[src/verilog/memMapPkg.sv]
package memMapPkg;

    // Data range, upper bound exclusive
    localparam logic [31:0] dataStart = 32'h0000_0000;
    localparam logic [31:0] dataEnd   = 32'h0000_3000;

    // Start of the instruction area
    localparam logic [31:0] textStart = 32'h0000_3000;

    // Processor id word
    localparam logic [31:0] prIdValue = 32'h0000_4d50;

    // Request to the pipeline controller
    typedef enum logic [1:0] {
        kCtrlNone  = 2'd0,
        kCtrlKtext = 2'd1,
        kCtrlEret  = 2'd2
    } kCtrlKind;

    // SR fields after reset, all interrupt lines unmasked
    localparam logic [5:0] imReset  = 6'b111111;
    localparam logic       exlReset = 1'b0;
    localparam logic       ieReset  = 1'b1;

endpackage

[src/verilog/mipsIsaPkg.sv]
package mipsIsaPkg;

    // Decoded opcodes as seen by the memory stage
    // ALU covers every instruction that only passes its result through
    typedef enum logic [3:0] {
        opNop  = 4'd0,
        opLw   = 4'd1,
        opLh   = 4'd2,
        opLhu  = 4'd3,
        opLb   = 4'd4,
        opLbu  = 4'd5,
        opSw   = 4'd6,
        opSh   = 4'd7,
        opSb   = 4'd8,
        opMfc0 = 4'd9,
        opMtc0 = 4'd10,
        opEret = 4'd11,
        opAlu  = 4'd12
    } memOp;

    // Exception codes as stored in Cause.ExcCode
    typedef enum logic [4:0] {
        excNone = 5'd0,
        excAdel = 5'd4,
        excAdes = 5'd5,
        excRi   = 5'd10,
        excOv   = 5'd12
    } excCode;

    // Interrupts share code zero with the no-exception case
    localparam excCode excInt = excNone;

    // Coprocessor 0 register numbers
    typedef logic [4:0] cp0RegId;

    localparam cp0RegId cp0Sr    = 5'd12;
    localparam cp0RegId cp0Cause = 5'd13;
    localparam cp0RegId cp0Epc   = 5'd14;
    localparam cp0RegId cp0PrId  = 5'd15;

    // Cycles until a result is ready, used by the hazard logic
    typedef logic [1:0] tNewType;

endpackage

[src/verilog/cp0Port.sv]
`timescale 1ns/10ps

interface cp0Port;
    import mipsIsaPkg::*;
    import memMapPkg::*;

    // Access request from the stage
    memOp        op;
    cp0RegId     regId;
    logic [31:0] wData;
    excCode      exc;
    logic [31:0] macroPc;
    logic        macroBd;
    logic [5:0]  hwInt;

    // Answer from the coprocessor
    kCtrlKind    kCtrl;
    logic        isBd;
    logic [31:2] epc;
    logic [31:0] readData;

    modport stage (
        output op, regId, wData, exc, macroPc, macroBd, hwInt,
        input  kCtrl, isBd, epc, readData
    );

    modport cop (
        input  op, regId, wData, exc, macroPc, macroBd, hwInt,
        output kCtrl, isBd, epc, readData
    );

endinterface

[src/verilog/coprocessor0.sv]
`timescale 1ns/10ps

module coprocessor0 (
    input logic clk,
    input logic reset,
    cp0Port.cop bus
);
    import mipsIsaPkg::*;
    import memMapPkg::*;

    // Status fields
    logic [5:0]  im;
    logic        exl;
    logic        ie;

    // Cause fields
    logic        bd;
    logic [5:0]  ip;
    excCode      excCodeReg;

    logic [31:2] epcReg;

    logic [31:0] srWord;
    logic [31:0] causeWord;
    logic        interrupt;
    logic        exception;
    logic        entry;
    logic        isEret;
    logic        isMtc0;
    logic [31:0] entryPc;

    assign srWord    = {16'b0, im, 8'b0, exl, ie};
    assign causeWord = {bd, 15'b0, ip, 3'b0, excCodeReg, 2'b00};

    // Interrupts only outside kernel mode and with IE set
    assign interrupt = (|(im & bus.hwInt)) && ie && !exl;
    assign exception = (bus.exc != excNone);
    assign entry     = interrupt || exception;
    assign isEret    = (bus.op == opEret);
    assign isMtc0    = (bus.op == opMtc0);

    // Restart at the branch when the victim sits in a delay slot
    assign entryPc = bus.macroBd ? (bus.macroPc - 32'd4) : bus.macroPc;

    assign bus.kCtrl = entry ? kCtrlKtext : (isEret ? kCtrlEret : kCtrlNone);
    assign bus.isBd  = entry ? bus.macroBd : 1'b0;
    assign bus.epc   = epcReg;

    always_comb begin
        bus.readData = 32'h0000_0000;
        if (bus.op == opMfc0) begin
            case (bus.regId)
                cp0Sr:    bus.readData = srWord;
                cp0Cause: bus.readData = causeWord;
                cp0Epc:   bus.readData = {epcReg, 2'b00};
                cp0PrId:  bus.readData = prIdValue;
                default:  bus.readData = 32'h0000_0000;
            endcase
        end
    end

    always_ff @(posedge clk) begin
        if (reset) begin
            im         <= imReset;
            exl        <= exlReset;
            ie         <= ieReset;
            bd         <= 1'b0;
            ip         <= 6'b000000;
            excCodeReg <= excNone;
            epcReg     <= textStart[31:2];
        end else begin
            // Pending lines are visible in Cause whether masked or not
            ip <= bus.hwInt;
            if (entry) begin
                exl        <= 1'b1;
                excCodeReg <= interrupt ? excInt : bus.exc;
                bd         <= bus.macroBd;
                epcReg     <= entryPc[31:2];
            end else if (isEret) begin
                exl        <= 1'b0;
                excCodeReg <= excNone;
                bd         <= 1'b0;
            end else if (isMtc0 && bus.regId == cp0Sr) begin
                {im, exl, ie} <= {bus.wData[15:10], bus.wData[1], bus.wData[0]};
            end else if (isMtc0 && bus.regId == cp0Epc) begin
                epcReg <= bus.wData[31:2];
            end
        end
    end

    // Controller cannot take a kernel entry and a return at once
    entryNotEret: assert property (@(posedge clk) disable iff (reset) !(entry && isEret))
        else $error("kernel entry and ERET requested in the same cycle");

endmodule

[src/flat_wrapper.sv]
// flat-port wrapper written by rule: the top's interface ports become plain ports
module coprocessor0_flat import mipsIsaPkg::*; import memMapPkg::*;
  (clk, reset, bus_op, bus_regId, bus_wData, bus_exc, bus_macroPc, bus_macroBd, bus_hwInt, bus_kCtrl, bus_isBd, bus_epc, bus_readData);
  cp0Port bus_i ();
  input logic clk;
  input logic reset;
  input wire logic [$bits(bus_i.op)-1:0] bus_op;
  input wire logic [$bits(bus_i.regId)-1:0] bus_regId;
  input wire logic [$bits(bus_i.wData)-1:0] bus_wData;
  input wire logic [$bits(bus_i.exc)-1:0] bus_exc;
  input wire logic [$bits(bus_i.macroPc)-1:0] bus_macroPc;
  input wire logic [$bits(bus_i.macroBd)-1:0] bus_macroBd;
  input wire logic [$bits(bus_i.hwInt)-1:0] bus_hwInt;
  output wire logic [$bits(bus_i.kCtrl)-1:0] bus_kCtrl;
  output wire logic [$bits(bus_i.isBd)-1:0] bus_isBd;
  output wire logic [$bits(bus_i.epc)-1:0] bus_epc;
  output wire logic [$bits(bus_i.readData)-1:0] bus_readData;
  assign bus_i.op = bus_op;
  assign bus_i.regId = bus_regId;
  assign bus_i.wData = bus_wData;
  assign bus_i.exc = bus_exc;
  assign bus_i.macroPc = bus_macroPc;
  assign bus_i.macroBd = bus_macroBd;
  assign bus_i.hwInt = bus_hwInt;
  assign bus_kCtrl = bus_i.kCtrl;
  assign bus_isBd = bus_i.isBd;
  assign bus_epc = bus_i.epc;
  assign bus_readData = bus_i.readData;
  coprocessor0 u_core (.clk(clk), .reset(reset), .bus(bus_i));
endmodule
[config.mk]
export PLATFORM = sky130hd
export DESIGN_NAME = coprocessor0_flat
export DESIGN_NICKNAME = d
export VERILOG_FILES = /design/src/verilog/memMapPkg.sv /design/src/verilog/mipsIsaPkg.sv /design/src/verilog/cp0Port.sv /design/src/verilog/coprocessor0.sv /design/src/flat_wrapper.sv
export SDC_FILE = /design/constraint.sdc
export NUM_CORES = 1
export LEC_CHECK = 0
export BUFFER_PORTS_ARGS = -buffer_cell sky130_fd_sc_hd__buf_2
export CELL_PAD_IN_SITES_DETAIL_PLACEMENT = 1
export CELL_PAD_IN_SITES_GLOBAL_PLACEMENT = 2
export CORE_MARGIN = 2
export CORE_UTILIZATION = 28
export DETAILED_ROUTE_END_ITERATION = 6
export PLACE_DENSITY = 0.84
export SYNTH_ARGS = -nofsm -noshare
export SYNTH_HDL_FRONTEND = slang
export SYNTH_SLANG_ARGS = --single-unit
[constraint.sdc]
create_clock -name clk -period 4.49 [get_ports clk]
set_input_delay 0 -clock clk [delete_from_list [all_inputs] [get_ports clk]]
set_output_delay 0 -clock clk [all_outputs]
set_load 0.02 [all_outputs]
# After elaboration in Yosys (flattened, before gate mapping)
# Cells that the tools add are included.
# W data, S select, Z words.
# totals
reg_bits	50
input_bits	87
# classes
muxes	18
add_sub_neg	1
n_eq_ne	9
bitwise_logic	3
n_reduce_logical	13
# ops
op	n
$pmux W32 S4	1
$mux W30	4
$mux W32	2
$sub A32 B3 Y32 const B	1
$eq A5 B4 Y1 const B	4
$mux W5	3
$eq A4 B4 Y1 const B	3
$and A6 B6 Y6	1
$mux W1	6
$reduce_and A3 Y1	2
$reduce_or A6 Y1	1
$reduce_bool A5 Y1	1
$logic_and A1 B1 Y1	4
$mux W2	2
$ne A2 B1 Y1 const B	2
$reduce_bool A2 Y1	2
$reduce_bool A3 Y1	1
$not A1 Y1	2
$logic_not A1 Y1	1
$logic_or A1 B1 Y1	1

# Logic depth before layout (Yosys ltp)
# logic_depth
depth_word	7
ltp_mapped	7
depth_no_buf	6

# Worst setup path after synthesis
# Ideal clock, no wire load.
# synth_timing
path_kind	flip-flop to output port
from	register u_core.im[3]
to	output port bus_kCtrl[1]
arrival_time_ns	1.821
t_required_ns	4.490
stages_incl_launch_ff	7
path_slack_ns	2.669
path_cell_list	dfxtp_1 -> a22oi_1 -> a311oi_2 -> nor2_2 -> clkinv_1 -> clkbuf_1 -> nor2_1
# synth_via
elab_chain_len	6
# synth_rtl
item	line_no	rtl
start: declaration	coprocessor0.sv:12	logic [5:0] im;
start signal: assignment	coprocessor0.sv:64	im <= imReset;
start signal: assignment	coprocessor0.sv:84	{im, exl, ie} <= {bus.wData[15:10], bus.wData[1], bus.wData[0]};
$and A6 B6 Y6	coprocessor0.sv:36	assign interrupt = (|(im & bus.hwInt)) && ie && !exl;
$reduce_or A6 Y1	coprocessor0.sv:36	
$logic_and A1 B1 Y1 (2 in series)	coprocessor0.sv:36	
$logic_or A1 B1 Y1	coprocessor0.sv:38	assign entry = interrupt || exception;
named net u_core.entry	coprocessor0.sv:27	logic entry;
$mux W2	coprocessor0.sv:45	assign bus.kCtrl = entry ? kCtrlKtext : (isEret ? kCtrlEret : kCtrlNone);
end: declaration	flat_wrapper.sv:14	output wire logic [$bits(bus_i.kCtrl)-1:0] bus_kCtrl;
# The timed path passes the listed nets, and every way through them passes these cells.

# Worst setup path after layout
# layout_timing
from	input port bus_hwInt[3]
to	output port bus_isBd
# layout_via
elab_chain_len	6
# layout_rtl
item	line_no	rtl
start: declaration	flat_wrapper.sv:13	input wire logic [$bits(bus_i.hwInt)-1:0] bus_hwInt;
$and A6 B6 Y6	coprocessor0.sv:36	
$reduce_or A6 Y1	coprocessor0.sv:36	
$logic_and A1 B1 Y1 (2 in series)	coprocessor0.sv:36	
$logic_or A1 B1 Y1	coprocessor0.sv:38	
$mux W1	coprocessor0.sv:46	assign bus.isBd = entry ? bus.macroBd : 1'b0;
end: declaration	flat_wrapper.sv:15	output wire logic [$bits(bus_i.isBd)-1:0] bus_isBd;
# No other way between the ends.

==> flow_metrics.py <==
metrics = {
    "outcome": {
        "status": "finished, final reports clean",
    },
    "final_layout": {
        "ff_latch_area_mm2": 0.00100,
        "syn2layout_area_growth_pct": 32.4,
        "drive_gt1_share_pct": 31.9,
        "filler_cell_count": 1487,
        "layout.nets": 632,
        "multiInputGateArea_mm2": 0.00220,
    },
    "clocking": {
        "cts_htree_levels": 2,
        "cts_made_buffers": 5,
        "clockRootBuffer": "clkbuf_16",
        "cts-resized-gates": 0,
        "cts_max_path_buffers": 2,
        "cts_tree": "done",
        "cts_sinks": 50,
        "clk_latency_ns": 0.30,
        "clk_pin_slew_ns": 0.08,
    },
    "worst_setup_path": {
        "cp-start-kind": "primary input",
        "setup.worst_path.class": "in2out",
        "cp_slowest_stage_delay_ns": 0.87,
        "critPathRequiredTime_ns": 4.49,
        "crit_chain": "dlygate4sd3_1, buf_2, a22oi_1, a311oi_2, buf_4, nor2_2, clkinv_1, and2_1, buf_2",
        "cpMaxStageDelayCell": "clkinv_1",
        "crit_top_cell": "buf_2",
        "crit_path_end_kind": "primary output",
        "worstPathArrival_ns": 3.34,
        "crit_fanout": 27,
    },
    "logic_synthesis": {
        "yosys_register_bits": 50,
        "synth.top_cells.by_count": "50 x dfxtp_1, 29 x clkbuf_1, 28 x nor2_1, 24 x o31a_1, 22 x a2111oi_0",
        "synth_edf_count": 0,
        "yosysSeqAreaShare_pct": 29.4,
        "syn_nets": 497,
        "yosysWarnings": 0,
        "synth_ff_type": "dfxtp_1",
        "syn_area_mm2": 0.00340,
        "postSynthAreaPerCell_um2": 8.32,
        "synth_area_leaders": "dfxtp_1 29%, o31a_1 6.2%, a2111oi_0 5.7%",
        "synth_top_area_cell": "dfxtp_1",
        "synth.most_common_cell": "dfxtp_1",
        "ys_types": 59,
        "synth_cells": 409,
        "yosys.area.top_type_share_pct": 29.4,
        "ys_async_sr_fraction_pct": 0,
    },
    "sta": {
        "finalSetupViolCount": 0,
        "tns_ns": 0,
        "finalCritPeriodShare_pct": 74.4,
        "finClkSkew_ns": 0.0103,
        "hold_viol_final": 0,
        "report.final.slew_viol_count": 0,
        "slew_headroom_pct": 24.4,
        "rsz0062_at_grt": "false",
        "final_period_minus_worst_setup_slack_ns": 3.34,
        "max_freq_mhz": 299,
        "tightest_slew_ns": 1.13,
    },
    "route": {
        "drt_iter0_drc": 211,
        "dr.pass1.iters": 4,
        "wl_um": 13700,
        "ant_nets": 0,
        "wl_per_cell_um": 19.7,
        "drc": 0,
        "via_count": 3947,
        "via_per_inst": 5.70,
    },
    "floorplan": {
        "die_x_um": 114,
        "die_h_um": 114,
        "core-area_mm2": 0.0119,
        "row_count": 40,
        "io_pins": 152,
        "dieArea_mm2": 0.0130,
        "start_util_pct": 28.6,
    },
    "placement": {
        "dp_hpwl_um": 10300,
        "port_buffers": 149,
        "routabilityCongestion": 0.884,
    },
    "global_routing": {
        "grt_max_degree": 43,
        "grt_overflow": 0,
        "grt_pass1_vias": 3885,
        "antenna_found_initial": 1,
        "grt_first_pass_wirelength_um": 21000,
        "grt.total_usage_pct": 20.2,
    },
    "power_and_ir_drop": {
        "power.total_mw": 1.16,
        "p_leak_nw": 1.82,
        "vdd_ir_drop_max_mv": 0.128,
        "powerDensity_mw_per_mm2": 257,
    },
    "job": {
        "drv_cap": 0,
    },
    "min_path": {
        "hold_path_class": "in2reg",
    },
}
## per-layer routing
metal,wire length [um],global-route usage [%],up-vias
met5,0,0,-
met2,6520,34.0,103
met4,203,5.85,0
li1,-,-,1904
met3,433,2.28,14
met1,6500,27.2,1926
## worst max-delay path, delay by kind of cell
kind,cells,cell delay (ns)
AND/OR/NAND/NOR,2,0.95
buffers and inverters,5,1.95
AO/OA/AOI/OAI,2,0.42
## timing repair
item	in CTS	in global routing
hold endpoints to repair	11	0
buffers inserted	0	0
hold buffers	11	0
## metrics by stage
stage / worst slack (ns) / util, % / instance area (um2) / instances / hold slack, ns
floorplan: 2.67 / - / 3400 / 409 / 0.126
detailed placement: 1.53 / 35.4 / 4220 / 673 / 0.242
CTS: 1.22 / 37.8 / 4500 / 692 / 0.000188
global placement: 1.57 / 35.4 / 4220 / 673 / 0.234
finish: 1.15 / 37.8 / 4500 / 693 / 0.00115
global route: 0.969 / 37.8 / 4500 / 693 / 0.0327
## cell families after synthesis
family          count (synthesis)  share of synthesized area (%)
simple gates                  140                           24.9
fa+ha+maj                       1                          0.368
buf+inv                        49                           5.96
compound gates                152                           34.6
xor+xnor                        6                           1.54
flops                          50                           29.4
mux                            11                           3.24
## worst paths after layout
check	start	to	slack, ns	cells past startpoint
max	bus_hwInt[3]	bus_isBd	1.15	9
min	bus_wData[13]	u_core.im[3]$_SDFFE_PP1P_	0.001	3
max reg2reg	u_core.im[3]$_SDFFE_PP1P_	u_core.bd$_SDFFE_PP0P_	1.44	6
min reg2reg	u_core.im[5]$_SDFFE_PP1P_	u_core.im[5]$_SDFFE_PP1P_	0.49	2
## report_power, final
part / internal (mW) / switching [mW]
Combinational: 0.0900 / 0.129
Clock: 0.267 / 0.186
Sequential: 0.466 / 0.0186
Total: 0.823 / 0.334
## cells in the final DEF, fill, tap and decap left out, types with 3 or more instances in the layout
cell type	count
buf_4	5
xnor2_1	3
a211oi_1	15
a2111oi_0	22
nor2_1	28
nor3_1	4
nor4_1	6
inv_1	11
nor2b_1	8
dfxtp_1	50
a311oi_1	17
nand3b_1	3
or4_1	15
dlygate4sd3_1	11
a22o_1	5
o31a_1	24
or3_1	8
buf_2	149
a22oi_1	7
mux2i_1	11
nand3_1	5
a21oi_1	11
nand2_1	16
a41oi_1	5
o31ai_1	11
xor2_1	3
o41ai_1	3
o22ai_1	3
clkbuf_16	5
o21ai_0	19
and2_1	18
## area by class of cell
| class | count | area share (%) |
|---|---|---|
| Antenna cell | 1 | 0.0556 |
| Clock buffer | 5 | 2.78 |
| Clock inverter | 3 | 1.08 |
| Inverter | 12 | 1.00 |
| Multi-Input combinational cell | 310 | 48.9 |
| Sequential cell | 50 | 22.2 |
| Tap cell | 147 | 4.08 |
| Timing Repair Buffer | 165 | 19.8 |
## state kept, by name, indices dropped and copies added, names as in the netlist
signal	flops
u_core.bd	1
u_core.bus.epc	30
u_core.excCodeReg	5
u_core.exl	1
u_core.ie	1
u_core.im	6
u_core.ip	6
Power figures use the tool's default switching activity.
