**src/verilog/memMapPkg.sv**
```systemverilog
package memMapPkg;

    // Data range, upper bound exclusive
    localparam logic [31:0] dataStart = 32'h0000_0000;
    localparam logic [31:0] dataEnd   = 32'h0000_3000;

    // Start of the instruction area
    localparam logic [31:0] textStart = 32'h0000_3000;

    // Processor id word
    localparam logic [31:0] prIdValue = 32'h0000_4d50;

    // Request to the pipeline controller
    typedef enum logic [1:0] {
        kCtrlNone  = 2'd0,
        kCtrlKtext = 2'd1,
        kCtrlEret  = 2'd2
    } kCtrlKind;

    // SR fields after reset, all interrupt lines unmasked
    localparam logic [5:0] imReset  = 6'b111111;
    localparam logic       exlReset = 1'b0;
    localparam logic       ieReset  = 1'b1;

endpackage

```
**src/verilog/mipsIsaPkg.sv**
```systemverilog
package mipsIsaPkg;

    // Decoded opcodes as seen by the memory stage
    // ALU covers every instruction that only passes its result through
    typedef enum logic [3:0] {
        opNop  = 4'd0,
        opLw   = 4'd1,
        opLh   = 4'd2,
        opLhu  = 4'd3,
        opLb   = 4'd4,
        opLbu  = 4'd5,
        opSw   = 4'd6,
        opSh   = 4'd7,
        opSb   = 4'd8,
        opMfc0 = 4'd9,
        opMtc0 = 4'd10,
        opEret = 4'd11,
        opAlu  = 4'd12
    } memOp;

    // Exception codes as stored in Cause.ExcCode
    typedef enum logic [4:0] {
        excNone = 5'd0,
        excAdel = 5'd4,
        excAdes = 5'd5,
        excRi   = 5'd10,
        excOv   = 5'd12
    } excCode;

    // Interrupts share code zero with the no-exception case
    localparam excCode excInt = excNone;

    // Coprocessor 0 register numbers
    typedef logic [4:0] cp0RegId;

    localparam cp0RegId cp0Sr    = 5'd12;
    localparam cp0RegId cp0Cause = 5'd13;
    localparam cp0RegId cp0Epc   = 5'd14;
    localparam cp0RegId cp0PrId  = 5'd15;

    // Cycles until a result is ready, used by the hazard logic
    typedef logic [1:0] tNewType;

endpackage

```
**src/verilog/cp0Port.sv**
```systemverilog
`timescale 1ns/10ps

interface cp0Port;
    import mipsIsaPkg::*;
    import memMapPkg::*;

    // Access request from the stage
    memOp        op;
    cp0RegId     regId;
    logic [31:0] wData;
    excCode      exc;
    logic [31:0] macroPc;
    logic        macroBd;
    logic [5:0]  hwInt;

    // Answer from the coprocessor
    kCtrlKind    kCtrl;
    logic        isBd;
    logic [31:2] epc;
    logic [31:0] readData;

    modport stage (
        output op, regId, wData, exc, macroPc, macroBd, hwInt,
        input  kCtrl, isBd, epc, readData
    );

    modport cop (
        input  op, regId, wData, exc, macroPc, macroBd, hwInt,
        output kCtrl, isBd, epc, readData
    );

endinterface

```
**src/verilog/memStage.sv**
```systemverilog
`timescale 1ns/10ps

module memStage (
    input  logic                  clk,
    input  logic                  reset,
    input  logic                  stall,
    input  logic                  flush,
    input  logic                  memDisable,
    input  mipsIsaPkg::memOp      op,
    input  logic [31:0]           pc,
    input  mipsIsaPkg::excCode    excIn,
    input  logic [31:0]           aluOut,
    input  logic [31:0]           rtData,
    input  logic [4:0]            rtAddr,
    input  logic [4:0]            rdAddr,
    input  logic [4:0]            destAddr,
    input  logic [31:0]           destData,
    input  mipsIsaPkg::tNewType   tNew,
    input  logic [4:0]            wbAddr,
    input  logic [31:0]           wbData,
    output logic [29:0]           memWordAddr,
    output logic [3:0]            memByteEn,
    output logic [31:0]           memWData,
    input  logic [31:0]           memRData,
    cp0Port.stage                 cop,
    input  logic [31:0]           macroPc,
    input  logic                  macroBd,
    input  logic [5:0]            hwInt,
    output memMapPkg::kCtrlKind   kCtrl,
    output logic [31:2]           epc,
    output logic                  isBd,
    output mipsIsaPkg::memOp      opWb,
    output logic [31:0]           pcWb,
    output logic [31:0]           memWordWb,
    output logic [1:0]            offsetWb,
    output logic [4:0]            destAddrWb,
    output logic [31:0]           destDataWb,
    output mipsIsaPkg::tNewType   tNewWb
);
    import mipsIsaPkg::*;

    logic [31:0] rtFwd;
    logic [1:0]  offset;
    excCode      alignExc;
    logic        isLoad;
    logic [31:0] result;
    tNewType     tNewNext;

    // Write-back result overrides the stale register value, r0 excluded
    assign rtFwd = (wbAddr == rtAddr && wbAddr != 5'd0) ? wbData : rtData;

    // Stores wait out a stall since rtFwd may still change
    storeAlign align (
        .op          (op),
        .addr        (aluOut),
        .wData       (rtFwd),
        .enable      (!memDisable && !stall),
        .wordAddr    (memWordAddr),
        .byteEn      (memByteEn),
        .alignedData (memWData),
        .offset      (offset),
        .exc         (alignExc)
    );

    assign cop.op      = op;
    assign cop.regId   = rdAddr;
    assign cop.wData   = rtFwd;
    assign cop.exc     = (excIn != excNone) ? excIn : alignExc;
    assign cop.macroPc = macroPc;
    assign cop.macroBd = macroBd;
    assign cop.hwInt   = hwInt;

    assign kCtrl = cop.kCtrl;
    assign epc   = cop.epc;
    assign isBd  = cop.isBd;

    assign isLoad = (op == opLw) || (op == opLh) || (op == opLhu) || (op == opLb) || (op == opLbu);
    assign result = (op == opMfc0) ? cop.readData : (isLoad ? memRData : destData);

    assign tNewNext = (tNew != 2'd0) ? tNew - 2'd1 : 2'd0;

    always_ff @(posedge clk) begin
        if (reset || flush) begin
            opWb       <= opNop;
            pcWb       <= 32'h0000_0000;
            memWordWb  <= 32'h0000_0000;
            offsetWb   <= 2'b00;
            destAddrWb <= 5'd0;
            destDataWb <= 32'h0000_0000;
            tNewWb     <= 2'd0;
        end else if (!stall) begin
            opWb       <= op;
            pcWb       <= pc;
            memWordWb  <= memRData;
            offsetWb   <= offset;
            destAddrWb <= destAddr;
            destDataWb <= result;
            tNewWb     <= tNewNext;
        end
    end

endmodule

```
**src/verilog/storeAlign.sv**
```systemverilog
`timescale 1ns/10ps

module storeAlign (
    input  mipsIsaPkg::memOp   op,
    input  logic [31:0]        addr,
    input  logic [31:0]        wData,
    input  logic               enable,
    output logic [29:0]        wordAddr,
    output logic [3:0]         byteEn,
    output logic [31:0]        alignedData,
    output logic [1:0]         offset,
    output mipsIsaPkg::excCode exc
);
    import mipsIsaPkg::*;
    import memMapPkg::*;

    logic       isLoad;
    logic       isStore;
    logic       inData;
    logic       misaligned;
    logic [3:0] lanes;

    assign wordAddr = addr[31:2];
    assign offset   = addr[1:0];

    assign isLoad  = (op == opLw) || (op == opLh) || (op == opLhu) || (op == opLb) || (op == opLbu);
    assign isStore = (op == opSw) || (op == opSh) || (op == opSb);
    assign inData  = (addr >= dataStart) && (addr < dataEnd);

    // Words need both low bits clear, halves only bit 0
    assign misaligned = ((op == opLw || op == opSw) && offset != 2'b00)
        || ((op == opLh || op == opLhu || op == opSh) && offset[0]);

    always_comb begin
        exc = excNone;
        if (isLoad && (misaligned || !inData)) begin
            exc = excAdel;
        end else if (isStore && (misaligned || !inData)) begin
            exc = excAdes;
        end
    end

    // Move the store data into the addressed lanes
    always_comb begin
        lanes       = 4'b0000;
        alignedData = wData;
        case (op)
            opSw: lanes = 4'b1111;
            opSh: begin
                lanes       = offset[1] ? 4'b1100 : 4'b0011;
                alignedData = wData << {offset[1], 4'b0000};
            end
            opSb: begin
                lanes       = 4'b0001 << offset;
                alignedData = wData << {offset, 3'b000};
            end
            default: lanes = 4'b0000;
        endcase
    end

    assign byteEn = (enable && exc == excNone) ? lanes : 4'b0000;

    // Loads, coprocessor ops and ALU ops must never touch the RAM
    always_comb begin
        if (!isStore) begin
            assert (byteEn == 4'b0000)
                else $error("byte enables raised for non-store op %s", op.name());
        end
    end

endmodule
```
**src/flat_wrapper.sv**
```systemverilog
// flat-port wrapper written by rule: the top's interface ports become plain ports
module memStage_flat import mipsIsaPkg::*;
  (clk, reset, stall, flush, memDisable, op, pc, excIn, aluOut, rtData, rtAddr, rdAddr, destAddr, destData, tNew, wbAddr, wbData, memWordAddr, memByteEn, memWData, memRData, macroPc, macroBd, hwInt, kCtrl, epc, isBd, opWb, pcWb, memWordWb, offsetWb, destAddrWb, destDataWb, tNewWb, cop_op, cop_regId, cop_wData, cop_exc, cop_macroPc, cop_macroBd, cop_hwInt, cop_kCtrl, cop_isBd, cop_epc, cop_readData);
  cp0Port cop_i ();
  input  logic clk;
  input  logic reset;
  input  logic stall;
  input  logic flush;
  input  logic memDisable;
  input  mipsIsaPkg::memOp op;
  input  logic [31:0] pc;
  input  mipsIsaPkg::excCode excIn;
  input  logic [31:0] aluOut;
  input  logic [31:0] rtData;
  input  logic [4:0] rtAddr;
  input  logic [4:0] rdAddr;
  input  logic [4:0] destAddr;
  input  logic [31:0] destData;
  input  mipsIsaPkg::tNewType tNew;
  input  logic [4:0] wbAddr;
  input  logic [31:0] wbData;
  output logic [29:0] memWordAddr;
  output logic [3:0] memByteEn;
  output logic [31:0] memWData;
  input  logic [31:0] memRData;
  input  logic [31:0] macroPc;
  input  logic macroBd;
  input  logic [5:0] hwInt;
  output memMapPkg::kCtrlKind kCtrl;
  output logic [31:2] epc;
  output logic isBd;
  output mipsIsaPkg::memOp opWb;
  output logic [31:0] pcWb;
  output logic [31:0] memWordWb;
  output logic [1:0] offsetWb;
  output logic [4:0] destAddrWb;
  output logic [31:0] destDataWb;
  output mipsIsaPkg::tNewType tNewWb;
  output wire logic [$bits(cop_i.op)-1:0] cop_op;
  output wire logic [$bits(cop_i.regId)-1:0] cop_regId;
  output wire logic [$bits(cop_i.wData)-1:0] cop_wData;
  output wire logic [$bits(cop_i.exc)-1:0] cop_exc;
  output wire logic [$bits(cop_i.macroPc)-1:0] cop_macroPc;
  output wire logic [$bits(cop_i.macroBd)-1:0] cop_macroBd;
  output wire logic [$bits(cop_i.hwInt)-1:0] cop_hwInt;
  input wire logic [$bits(cop_i.kCtrl)-1:0] cop_kCtrl;
  input wire logic [$bits(cop_i.isBd)-1:0] cop_isBd;
  input wire logic [$bits(cop_i.epc)-1:0] cop_epc;
  input wire logic [$bits(cop_i.readData)-1:0] cop_readData;
  assign cop_op = cop_i.op;
  assign cop_regId = cop_i.regId;
  assign cop_wData = cop_i.wData;
  assign cop_exc = cop_i.exc;
  assign cop_macroPc = cop_i.macroPc;
  assign cop_macroBd = cop_i.macroBd;
  assign cop_hwInt = cop_i.hwInt;
  assign cop_i.kCtrl = cop_kCtrl;
  assign cop_i.isBd = cop_isBd;
  assign cop_i.epc = cop_epc;
  assign cop_i.readData = cop_readData;
  memStage u_core (.clk(clk), .reset(reset), .stall(stall), .flush(flush), .memDisable(memDisable), .op(op), .pc(pc), .excIn(excIn), .aluOut(aluOut), .rtData(rtData), .rtAddr(rtAddr), .rdAddr(rdAddr), .destAddr(destAddr), .destData(destData), .tNew(tNew), .wbAddr(wbAddr), .wbData(wbData), .memWordAddr(memWordAddr), .memByteEn(memByteEn), .memWData(memWData), .memRData(memRData), .cop(cop_i), .macroPc(macroPc), .macroBd(macroBd), .hwInt(hwInt), .kCtrl(kCtrl), .epc(epc), .isBd(isBd), .opWb(opWb), .pcWb(pcWb), .memWordWb(memWordWb), .offsetWb(offsetWb), .destAddrWb(destAddrWb), .destDataWb(destDataWb), .tNewWb(tNewWb));
endmodule
```
**config.mk**
```make
export PLATFORM = sky130hd
export DESIGN_NAME = memStage_flat
export DESIGN_NICKNAME = d
export VERILOG_FILES = /design/src/verilog/memMapPkg.sv /design/src/verilog/mipsIsaPkg.sv /design/src/verilog/cp0Port.sv /design/src/verilog/memStage.sv /design/src/verilog/storeAlign.sv /design/src/flat_wrapper.sv
export SDC_FILE = /design/constraint.sdc
export NUM_CORES = 1
export LEC_CHECK = 0
export ABC_AREA = 1
export BUFFER_PORTS_ARGS = -buffer_cell sky130_fd_sc_hd__buf_2
export CAP_MARGIN = 40
export CORE_AREA = 2 2 241 243
export CTS_BUF_LIST = sky130_fd_sc_hd__clkbuf_16
export CTS_CLUSTER_DIAMETER = 200
export DETAILED_ROUTE_END_ITERATION = 8
export DIE_AREA = 0 0 243 245
export SYNTH_ARGS = -nofsm -noshare
export SYNTH_HDL_FRONTEND = slang
export SYNTH_SLANG_ARGS = --single-unit
```
**constraint.sdc**
```tcl
create_clock -name clk -period 4.5 [get_ports clk]
set_input_delay 0.675 -clock clk [delete_from_list [all_inputs] [get_ports clk]]
set_output_delay 0.675 -clock clk [all_outputs]
set_load 0.005 [all_outputs]
```
## Yosys cells after proc, flatten, opt, wreduce, memory -nomap -nowiden

Cells that the tools add are included.

- Add/subtract/negate cells: 1
- Muxes and demuxes: 11
- Reduce and logical (&&, ||, !) cells: 28
- Shift operators: 3
- Eq/ne operators: 10
- Order comparisons: 2

Operator list:

| cell | count |
|---|---|
| 32-bit two-way mux | 3 |
| 32-bit case mux with 2 select lines | 1 |
| 32-bit by 5-bit << shifter with 32-bit output | 2 |
| 32-bit by 1-bit greater-or-equal comparator with 1-bit output (second input constant) | 1 |
| 32-bit by 14-bit less-than comparator with 1-bit output (second input constant) | 1 |
| 4-bit by 3-bit equality test with 1-bit output (second input constant) | 4 |
| 1-bit logical OR | 12 |
| 4-bit case mux with 3 select lines | 1 |
| 5-bit nonzero test | 2 |
| 4-bit by 2-bit equality test with 1-bit output (second input constant) | 2 |
| 4-bit equality test (second input constant) | 2 |
| 1-bit logical AND | 8 |
| 4-bit two-way mux | 2 |
| 3-bit two-way mux | 2 |
| 5-bit equality test | 1 |
| 5-bit zero test | 1 |
| 5-bit two-way mux | 1 |
| 4-bit by 1-bit equality test with 1-bit output (second input constant) | 1 |
| 2-bit nonzero test | 2 |
| 1-bit by 2-bit << shifter with 4-bit output (first input constant) | 1 |
| 1-bit zero test | 3 |
| 2-bit two-way mux | 1 |
| 2-bit by 1-bit subtractor with 2-bit output (second input constant) | 1 |

- Input bits: 332
- Register bits: 109
- Word-level logic and storage cells: 62

## Depth between registers and ports, before layout

Gate-level depths: netlist of run 1.

- Word-level depth: 12
- Mapped depth: 13
- Mapped depth without buffers: 12

## Hierarchy

From an unflattened synthesis of run 1, not the netlist that was laid out.

- Cells, all modules: 1186
- Area, all modules: 7435.9 µm²

Modules (own cells, without submodules):

| module | instances | seq. area each (µm²) | area each (µm²) | cells each |
|---|---|---|---|---|
| memStage | 1 | 2182.1 | 6069.6 | 913 |
| storeAlign | 1 | 0.0 | 1366.3 | 273 |

## Worst setup path before layout of run 1

Ideal clock, no wire load.

- Path type: input-to-output
- Start point: input port rtAddr[1]
- End point: output port memWData[21]
- Path slack: 2.075 ns
- Data arrival time: 1.750 ns
- Stages on the path: 10
- Cell sequence: inv_1 > nand2_1 > nand2_1 > nor2_1 > buf_4 > buf_2 > nand4_1 > nand2_1 > o21ai_0 > a21oi_1

- Word-level cells in the longest chain between the ends: 5
- Elaborated cells between the ends (all ways): 6
- Those cells by class: eq/ne: 1; shift: 2; mux: 2; reduce/logical: 1

Ends and longest elaborated chain:

| what | RTL line | source |
|---|---|---|
| start: declaration | flat_wrapper.sv:15 | `input logic [4:0] rtAddr;` |
| 5-bit equality test | memStage.sv:50 | `assign rtFwd = (wbAddr == rtAddr && wbAddr != 5'd0) ? wbData : rtData;` |
| 1-bit logical AND | memStage.sv:50 |  |
| 32-bit two-way mux | memStage.sv:50 |  |
| via cop_wData[13] | flat_wrapper.sv:41 | `output wire logic [$bits(cop_i.wData)-1:0] cop_wData;` |
| 32-bit by 5-bit << shifter with 32-bit output | storeAlign.sv:55 | `alignedData = wData << {offset, 3'b000};` |
| 32-bit case mux with 2 select lines | storeAlign.sv:47 | `case (op)` |
| end: declaration | flat_wrapper.sv:24 | `output logic [31:0] memWData;` |

The timed path passes the listed nets, and every way through them passes these cells.

## Worst setup path in the final report of run 1

- Start point: input port op[2]
- End point: output port memWData[9]

- Word-level cells in the longest chain between the ends: 2
- Elaborated cells between the ends (all ways): 3
- Those cells by class: eq/ne: 2; mux: 1

Ends and longest elaborated chain:

| what | RTL line | source |
|---|---|---|
| start: declaration | flat_wrapper.sv:10 | `input mipsIsaPkg::memOp op;` |
| 4-bit equality test / 4-bit by 3-bit equality test with 1-bit output (equally long branches) | storeAlign.sv:47 |  |
| 32-bit case mux with 2 select lines * | storeAlign.sv:47 |  |

Mark *: on every way between the ends. The rest lies on a longest branch, timed or not.

==> results of run 1 <==
[cell families after synthesis]
group | synth area share
and+or+nand+nor | 0.312
buffers and inverters | 0.227
AOI/OAI and AO/OA | 0.159
DFF | 0.301
[per-stage QoR]
step | setup slack (ns) | utilization | hold WS (ns) | std cells
2_1_floorplan | 2.07 | - | 0.461 | 1169
3_3_place_gp | 1.16 | 0.165 | 0.450 | 2216
3_5_place_dp | 1.24 | 0.165 | 0.453 | 2216
4_1_cts | 1.23 | 0.170 | 0.465 | 2232
5_1_grt | 1.06 | 0.170 | 0.481 | 2233
6_report | 1.20 | 0.170 | 0.462 | 2233
[cells in the mapped netlist (2+ instances only)]
master                     instances
sky130_fd_sc_hd__dfxtp_1         109
sky130_fd_sc_hd__nand3_1          46
sky130_fd_sc_hd__o31ai_1           3
sky130_fd_sc_hd__clkbuf_1         40
sky130_fd_sc_hd__a21oi_1          55
sky130_fd_sc_hd__buf_1             6
sky130_fd_sc_hd__nor2_1          138
sky130_fd_sc_hd__inv_2             6
sky130_fd_sc_hd__nand2_1         312
sky130_fd_sc_hd__buf_2            18
sky130_fd_sc_hd__o21ai_0          85
sky130_fd_sc_hd__inv_1           116
sky130_fd_sc_hd__buf_4           113
sky130_fd_sc_hd__and2_1           13
sky130_fd_sc_hd__o22ai_1           2
sky130_fd_sc_hd__buf_6             7
sky130_fd_sc_hd__o21ai_1          23
sky130_fd_sc_hd__nand4_1          30
sky130_fd_sc_hd__a211oi_1         35
[routing by layer]
metal | GRT usage | vias up | wire length [µm] | part of all wire
li1 | - | 4184 | - | -
met1 | 0.133 | 3667 | 14500 | 0.40
met2 | 0.182 | 435 | 15900 | 0.44
met3 | 0.0536 | 100 | 3870 | 0.11
met4 | 0.0554 | 2 | 1650 | 0.046
met5 | 0.0106 | - | 88 | 0.0024
[worst min path at each step]
stage | to | slack (ns) | start | cells past startpoint
5_1_grt | u_core.pcWb[25] | 0.48 | u_core.pcWb[25] | 2
3_5_place_dp | u_core.pcWb[5] | 0.45 | u_core.pcWb[5] | 2
2_1_floorplan | u_core.pcWb[0] | 0.46 | u_core.pcWb[0] | 2
6_report | u_core.pcWb[5] | 0.46 | u_core.pcWb[5] | 2
4_1_cts | u_core.pcWb[21] | 0.46 | u_core.pcWb[21] | 2
3_3_place_gp | u_core.pcWb[27] | 0.45 | u_core.pcWb[27] | 2
[power groups by stage]
stage / registers (mW) / clock network, mW / logic [mW]
after floorplan: 1.05 / 0 / 0.365
after global placement: 1.04 / 0 / 0.632
after global routing: 1.02 / 0.962 / 0.694
after CTS: 1.02 / 0.933 / 0.630
final: 1.02 / 0.876 / 0.623
after detailed placement: 1.04 / 0 / 0.628
[worst reg2reg max path, delay by kind of cell, from the launching register on]
kind | cells | cell delay [ns]
simple gates | 1 | 0.05
compound gates | 1 | 0.26
flops | 1 | 0.35
[layout make-up]
| class | count | area share |
|---|---|---|
| tap | 765 | 0.0984 |
| sequential | 109 | 0.224 |
| antenna | 1 | 0.000257 |
| clock buffer | 9 | 0.0232 |
| timing repair buffer | 466 | 0.244 |
| multi-input combinational | 754 | 0.353 |
| inverter | 122 | 0.0474 |
| clock inverter | 7 | 0.00914 |
[sequential cells by signal, summed over array words and instances (netlist names)]
signal	flops
u_core.pcWb	32
u_core.offsetWb	2
u_core.destDataWb	32
u_core.opWb	4
u_core.destAddrWb	5
u_core.memWordWb	32
u_core.tNewWb	2
==> flow_metrics.py, run 1 <==
metrics = {
    "outcome": {
        "status": "finished clean",
    },
    "setup_path": {
        "timing.critical_path.required_ns": 3.83,
        "timing_worst_setup_path_type": "primary input to output port",
        "startpoint_type": "primary input",
        "crit_path_cell_trace": "buf_2, inv_2, nand3_1, inv_1, nor2_4, inv_2, nand2_1, o21ai_0, buf_2",
        "critical_path.top_delay_family": "simple AND/OR/NAND/NOR gates",
        "reg2reg_from": "u_core.memWordWb[29]",
        "timing.reg2reg.worst_path_depth": 2,
        "critical_path_buf_inv_count": 5,
        "critical_path.max_fanout": 19,
        "critPathMaxStageDelay_ns": 0.46,
        "worstSetupStartpoint": "op[2]",
        "worst-endpoint-arrival_ns": 2.62,
        "setup.worst_path.end_class": "output port",
        "cp_slowest_cell": "sky130_fd_sc_hd__nor2_4",
        "crit_path_end": "memWData[9]",
        "cell_depth_of_the_worst_setup_path": 9,
        "crit-reg2reg-capture": "u_core.memWordWb[29]",
        "r2r_slack_ns": 3.75,
    },
    "floorplan": {
        "row_count": 88,
        "core_um2": 57000,
        "die_w_um": 243,
        "design.die.area_um2": 59500,
        "floorplan.initialDensity": 0.127,
        "ioPinCount": 625,
        "chipHeight_um": 245,
    },
    "sta": {
        "period_minus_slack_ns": 3.30,
        "setup-violations-final": 0,
        "skew_ns": 0,
        "rsz0062_at_grt": "no",
        "report.final.hold_viol_count": 0,
        "slew_violations": 0,
        "timing.fmax_mhz": 303,
        "maxSlewHeadroom": 0.480,
        "final.setup.tns_ns": 0,
        "worstMarginPinSlew_ns": 0.780,
        "final_min_period_over_clock_period": 0.733,
    },
    "route": {
        "drt_pass1_iterations": 6,
        "num_vias": 8388,
        "postRouteAntennaNets": 0,
        "routed_wire_length_per_instance_um": 16.1,
        "wirelength_mm": 36.0,
        "drc": 0,
        "detailedRoute.firstIterationViolations": 463,
        "vias_per_cell": 3.76,
    },
    "pwr": {
        "design_power_total_mw": 2.52,
        "leakage_nw": 5.21,
        "cellPowerDensity_nw_per_um2": 259,
        "clock_power_share": 0.348,
        "power.sequential.fraction": 0.405,
        "power_switching_share": 0.329,
        "vdd.ir_drop.worst_v": 0.000184,
        "p_sw_uw": 828,
        "power_frac_comb": 0.247,
        "power_internal_mw": 1.69,
    },
    "clock_tree": {
        "post_cts_hold_buffer_count": 0,
        "clock-sinks": 109,
        "cts_resized": 0,
        "clockRootBuffer": "sky130_fd_sc_hd__clkbuf_16",
        "max-clock-path-buffers": 2,
        "post-cts-setup-buffer-count": 0,
        "worst_skew_pair.late_latency_ns": 0.37,
        "cts_tree": "done",
        "clkTransAtPathRegs_ns": 0.08,
        "cts_made_buffers": 9,
        "cts-htree-levels": 3,
    },
    "yosys": {
        "synth_area_per_cell_um2": 6.20,
        "synth_top_area_share": 0.301,
        "synth_seq_area_share": 0.301,
        "syn_inst": 1169,
        "synthesis.yosys.warnings": 0,
        "edff_count_synth": 0,
        "synth-async-reset-ratio": 0,
        "synth.net_count": 1501,
        "yosys_register_bits": 109,
        "post_synth_instance_area_um2": 7250,
        "synth_cell_type_count": 31,
        "synth_area_leaders": "sky130_fd_sc_hd__dfxtp_1 30%, sky130_fd_sc_hd__nand2_1 16%, sky130_fd_sc_hd__buf_4 12%",
        "ys.flop_type": "sky130_fd_sc_hd__dfxtp_1",
        "synthDominantAreaCellType": "sky130_fd_sc_hd__dfxtp_1",
    },
    "global_routing": {
        "grt_start_max_net_pins": 77,
        "grt_first_pass_wirelength_mm": 51.2,
        "grt_antenna_before_repair": 4,
        "via_count_of_the_first_global_routing_pass": 7809,
        "globalRouteOverflowTotal": 0,
        "groute.usage.overall": 0.116,
    },
    "place": {
        "placedInstanceArea_um2": 9410,
        "finalWeightedCongestion": 0.930,
        "buffer_ports.inserted": 450,
        "place_hpwl_mm": 29.0,
    },
    "final_layout": {
        "synthToLayoutAreaGrowth_pct": 34.1,
        "multi_input_area_um2": 3430,
        "sequential_cell_area_um2": 2180,
        "stdcell_area_um2": 9720,
        "drive_gt1_frac": 0.339,
        "design.final.nets": 1794,
        "layout.cells.most_common_list": "449 x sky130_fd_sc_hd__buf_2, 311 x sky130_fd_sc_hd__nand2_1, 135 x sky130_fd_sc_hd__nor2_1",
        "layout_commonest_cell": "sky130_fd_sc_hd__buf_2",
        "n_fill_cell": 6777,
    },
    "flow_run": {
        "drv_cap": 0,
    },
    "hold_path": {
        "timing.hold.worst.class": "flip-flop to flip-flop",
    },
}
Power figures use the tool's default switching activity.
==> run 2, diff against run 1 <==
--- a/config.mk
+++ b/config.mk
@@ -8,11 +8,11 @@
 export ABC_AREA = 1
 export BUFFER_PORTS_ARGS = -buffer_cell sky130_fd_sc_hd__buf_2
 export CAP_MARGIN = 40
-export CORE_AREA = 2 2 241 243
+export CORE_AREA = 2 2 243 245
 export CTS_BUF_LIST = sky130_fd_sc_hd__clkbuf_16
 export CTS_CLUSTER_DIAMETER = 200
 export DETAILED_ROUTE_END_ITERATION = 8
-export DIE_AREA = 0 0 243 245
+export DIE_AREA = 0 0 245 247
 export SYNTH_ARGS = -nofsm -noshare
 export SYNTH_HDL_FRONTEND = slang
 export SYNTH_SLANG_ARGS = --single-unit
==> constraint.sdc (replaced) <==
create_clock -name clk -period 3.4 [get_ports clk]
set_input_delay 0.51 -clock clk [delete_from_list [all_inputs] [get_ports clk]]
set_output_delay 0.51 -clock clk [all_outputs]
set_load 0.005 [all_outputs]
==> flow_metrics.py, run 2 (same netlist as run 1, synthesis figures left out) <==
metrics = {
    "outcome": {
        "status": "finished clean",
    },
    "route": {
        "detailedRoute.firstIterationViolations": 544,
        "postRouteAntennaNets": 0,
        "drc": 0,
        "num_vias": 8416,
        "wirelength_mm": 36.0,
        "routed_wire_length_per_instance_um": 16.1,
        "drt_pass1_iterations": 6,
        "vias_per_cell": 3.75,
    },
    "final_layout": {
        "layout_commonest_cell": "sky130_fd_sc_hd__buf_2",
        "layout.cells.most_common_list": "449 x sky130_fd_sc_hd__buf_2, 311 x sky130_fd_sc_hd__nand2_1, 135 x sky130_fd_sc_hd__nor2_1",
        "synthToLayoutAreaGrowth_pct": 34.9,
        "stdcell_area_um2": 9780,
        "drive_gt1_frac": 0.339,
        "biggestRegsByFlops": "u_core.destDataWb: 32 flops, u_core.memWordWb: 32 flops, u_core.pcWb: 32 flops",
        "design.final.nets": 1796,
    },
    "global_routing": {
        "grt_first_pass_wirelength_mm": 49.9,
        "grt_start_max_net_pins": 145,
        "grt_antenna_before_repair": 3,
        "groute.usage.overall": 0.112,
        "via_count_of_the_first_global_routing_pass": 7627,
        "globalRouteOverflowTotal": 0,
    },
    "floorplan": {
        "core_um2": 58200,
        "floorplan.initialDensity": 0.124,
        "chipHeight_um": 247,
        "die_w_um": 245,
        "row_count": 89,
        "ioPinCount": 625,
        "design.die.area_um2": 60500,
    },
    "place": {
        "buffer_ports.inserted": 450,
        "dpl_worst_slack_ns": 0.541,
        "place_hpwl_mm": 28.7,
        "placedInstanceArea_um2": 9480,
        "finalWeightedCongestion": 0.951,
    },
    "sta": {
        "rsz0062_at_grt": "no",
        "skew_ns": 0,
        "timing.fmax_mhz": 347,
        "final_min_period_over_clock_period": 0.848,
        "worstMarginPinSlew_ns": 0.910,
        "setup-violations-final": 0,
        "maxSlewHeadroom": 0.393,
        "hold-worst-slack_ns": 0.364,
        "setup_ws_ns": 0.517,
        "report.final.hold_viol_count": 0,
        "final.setup.tns_ns": 0,
        "period_minus_slack_ns": 2.88,
        "slew_violations": 0,
    },
    "setup_path": {
        "critical_path_buf_inv_count": 4,
        "critical_path.top_delay_family": "buffers and inverters",
        "startpoint_type": "primary input",
        "worstSetupStartpoint": "op[0]",
        "setup.worst_path.end_class": "output port",
        "cell_depth_of_the_worst_setup_path": 8,
        "critPathMaxStageDelay_ns": 0.46,
        "worst-endpoint-arrival_ns": 2.37,
        "timing_worst_setup_path_type": "primary input to output port",
        "timing.critical_path.required_ns": 2.89,
        "reg2reg_from": "u_core.destDataWb[5]",
        "cp_slowest_cell": "sky130_fd_sc_hd__o21ai_0",
        "critical_path.max_fanout": 15,
        "crit_path_cell_trace": "buf_2, inv_2, nor4_2, nor2_4, inv_2, nand2_1, o21ai_0, buf_2",
        "timing.reg2reg.worst_path_depth": 4,
    },
    "clock_tree": {
        "worst_skew_pair.late_latency_ns": 0.37,
        "cts_tree": "done",
        "clockRootBuffer": "sky130_fd_sc_hd__clkbuf_16",
        "clock-sinks": 109,
        "cts-htree-levels": 3,
        "clkTransAtPathRegs_ns": 0.09,
        "cts_resized": 0,
        "cts_made_buffers": 9,
        "post-cts-setup-buffer-count": 0,
        "post_cts_hold_buffer_count": 0,
        "max-clock-path-buffers": 2,
    },
    "pwr": {
        "cellPowerDensity_nw_per_um2": 339,
        "vdd.ir_drop.worst_v": 0.000236,
        "design_power_total_mw": 3.31,
        "leakage_nw": 5.22,
    },
    "flow_run": {
        "drv_cap": 0,
    },
    "hold_path": {
        "timing.hold.worst.class": "primary input to flip-flop",
        "worstHoldStart": "pc[0]",
        "worst_hold_path.num_cells": 3,
    },
}
run 2: path summary, 6_finish.rpt:
kind                               end  slack [ns]
hold reg to reg        u_core.pcWb[22]        0.46
setup reg to reg  u_core.destDataWb[5]        2.66
setup / recovery          memWData[13]        0.52
hold / removal          u_core.pcWb[0]        0.36
run 2: metal layers:
| metal | wire length (µm) | GRT usage | part of all wire |
|---|---|---|---|
| met1 | 15000 | 0.136 | 0.42 |
| met2 | 16300 | 0.180 | 0.45 |
| met3 | 3510 | 0.0369 | 0.097 |
| met4 | 1140 | 0.0472 | 0.031 |
| met5 | 76 | 0.00980 | 0.0021 |
run 2: per-stage QoR:
step	std cells	utilization
after floorplan	1169	-
after global placement	2226	0.163
after detailed placement	2226	0.163
after CTS	2241	0.168
after global routing	2242	0.168
final	2242	0.168
run 2: area by class of cell:
cell class / instances / area [µm²]
flip-flops and latches: 109 / 2180
fillers: 6801 / 48500
clock inverters: 6 / 70.1
inverters: 122 / 460
repair buffers: 468 / 2440
multi-input cells: 754 / 3430
clock buffers: 9 / 225
well taps: 773 / 967
diodes: 1 / 2.50
run 2: where the power goes:
part           internal (mW)  switching [mW]
clock network          0.575           0.547
registers               1.33          0.0230
logic                  0.331           0.509
run 2: worst min-delay path, cell delays in order:
cell and delay, ns:
sky130_fd_sc_hd__buf_2 0.09, sky130_fd_sc_hd__nand2_1 0.05, sky130_fd_sc_hd__a21oi_1 0.05
==> run 3, diff against run 2 <==
==> constraint.sdc (replaced) <==
create_clock -name clk -period 2.7 [get_ports clk]
set_input_delay 0.405 -clock clk [delete_from_list [all_inputs] [get_ports clk]]
set_output_delay 0.405 -clock clk [all_outputs]
set_load 0.005 [all_outputs]
==> flow_metrics.py, run 3 (same netlist as run 1, synthesis figures left out) <==
metrics = {
    "setup_path": {
        "critPathMaxStageDelay_ns": 0.32,
        "startpoint_type": "primary input",
        "worst_path_most_repeated_cell": "sky130_fd_sc_hd__nand2_1",
        "worst-endpoint-arrival_ns": 2.05,
        "crit_path_cell_trace": "buf_2, inv_1, nand2_1, nand2_1, nor2_2, buf_4, nand4_1, nand3_1, nand2_1, o21ai_1, buf_2",
        "critical_path_buf_inv_count": 4,
        "critical_path.max_fanout": 27,
        "cp_slowest_cell": "sky130_fd_sc_hd__buf_4",
        "setup.worst_path.end_class": "output port",
        "timing_worst_setup_path_type": "primary input to output port",
        "critical_path.top_delay_family": "buffers and inverters",
        "timing.critical_path.required_ns": 2.30,
    },
    "route": {
        "drt_pass1_iterations": 6,
        "num_vias": 8527,
        "routed_wire_length_per_instance_um": 16.3,
        "postRouteAntennaNets": 0,
        "detailedRoute.firstIterationViolations": 433,
        "vias_per_cell": 3.79,
        "wirelength_mm": 36.7,
        "drc": 0,
    },
    "floorplan": {
        "ioPinCount": 625,
        "die_w_um": 245,
        "design.die.area_um2": 60500,
        "chipHeight_um": 247,
        "floorplan.initialDensity": 0.124,
        "core_um2": 58200,
        "row_count": 89,
    },
    "clock_tree": {
        "post_cts_hold_buffer_count": 0,
        "post-cts-setup-buffer-count": 0,
        "worst_skew_pair.late_latency_ns": 0.38,
        "max-clock-path-buffers": 2,
        "cts-htree-levels": 3,
        "cts_resized": 0,
        "cts_tree": "done",
        "cts_made_buffers": 9,
        "clockRootBuffer": "sky130_fd_sc_hd__clkbuf_16",
        "clock-sinks": 109,
        "clkTransAtPathRegs_ns": 0.09,
    },
    "sta": {
        "period_minus_slack_ns": 2.45,
        "final.setup.tns_ns": 0,
        "worstMarginPinSlew_ns": 0.756,
        "setup-violations-final": 0,
        "timing.fmax_mhz": 407,
        "rsz0062_at_grt": "no",
        "skew_ns": 0,
        "final_min_period_over_clock_period": 0.909,
        "hold-worst-slack_ns": 0.259,
        "slew_violations": 0,
        "setup_ws_ns": 0.245,
        "report.final.hold_viol_count": 0,
        "maxSlewHeadroom": 0.496,
    },
    "global_routing": {
        "groute.usage.overall": 0.115,
        "via_count_of_the_first_global_routing_pass": 7650,
        "globalRouteOverflowTotal": 0,
        "grt_start_max_net_pins": 135,
        "grt_antenna_before_repair": 4,
        "grt_first_pass_wirelength_mm": 51.1,
    },
    "place": {
        "finalWeightedCongestion": 0.931,
        "buffer_ports.inserted": 450,
        "place_hpwl_mm": 29.1,
        "dpl_worst_slack_ns": 0.173,
        "post-place-cells": 2233,
        "placedInstanceArea_um2": 9570,
    },
    "pwr": {
        "design_power_total_mw": 4.27,
        "cellPowerDensity_nw_per_um2": 433,
        "leakage_nw": 5.29,
        "vdd.ir_drop.worst_v": 0.000292,
    },
    "final_layout": {
        "drive_gt1_frac": 0.343,
        "stdcell_area_um2": 9880,
        "layout.cells.most_common_list": "449 x sky130_fd_sc_hd__buf_2, 311 x sky130_fd_sc_hd__nand2_1, 135 x sky130_fd_sc_hd__nor2_1",
        "layout_commonest_cell": "sky130_fd_sc_hd__buf_2",
        "final_core_utilization": 0.170,
        "design.final.nets": 1803,
        "synthToLayoutAreaGrowth_pct": 36.3,
        "stdcell_count": 2251,
        "biggestRegsByFlops": "u_core.destDataWb: 32 flops, u_core.memWordWb: 32 flops, u_core.pcWb: 32 flops",
    },
    "flow_run": {
        "drv_cap": 0,
    },
    "hold_path": {
        "timing.hold.worst.class": "primary input to flip-flop",
    },
    "outcome": {
        "status": "finished clean",
    },
}
[run 3: cell types whose count changed in the layout (fill, tap and decap cells not counted), sizes merged]
cell      previous run  this run
buf                468       475
clkinvlp             1         0
diode                1         2
inv                124       126
[run 3: final cells by class]
cell class	count	area, µm²
antenna	2	5.00
clock buffer	9	225
multi-input combinational	754	3430
sequential	109	2180
tap	773	967
fill	6757	48400
timing repair buffer	475	2520
clock inverter	7	83.8
inverter	122	460
[run 3: worst paths after layout]
path | depth (start not counted) | end | slack (ns) | start
max | 11 | memWData[13] | 0.25 | wbAddr[0]
max reg2reg | 2 | u_core.offsetWb[1] | 1.55 | u_core.offsetWb[1]
min reg2reg | 2 | u_core.pcWb[7] | 0.47 | u_core.pcWb[7]
min | 3 | u_core.pcWb[17] | 0.26 | pc[17]
[run 3: worst min-delay path, stage by stage]
cell                      delay (ns)
sky130_fd_sc_hd__buf_2          0.09
sky130_fd_sc_hd__nand2_1        0.05
sky130_fd_sc_hd__a21oi_1        0.05
[run 3: power by group]
part           switching, mW  internal [mW]
registers             0.0292           1.67
clock network          0.759          0.740
logic                  0.647          0.429
[run 3: layer usage]
layer  global-route usage  share of wire
met1                0.136           0.40
met5              0.00980         0.0021
met2                0.185           0.46
met3               0.0410          0.097
met4               0.0533          0.034
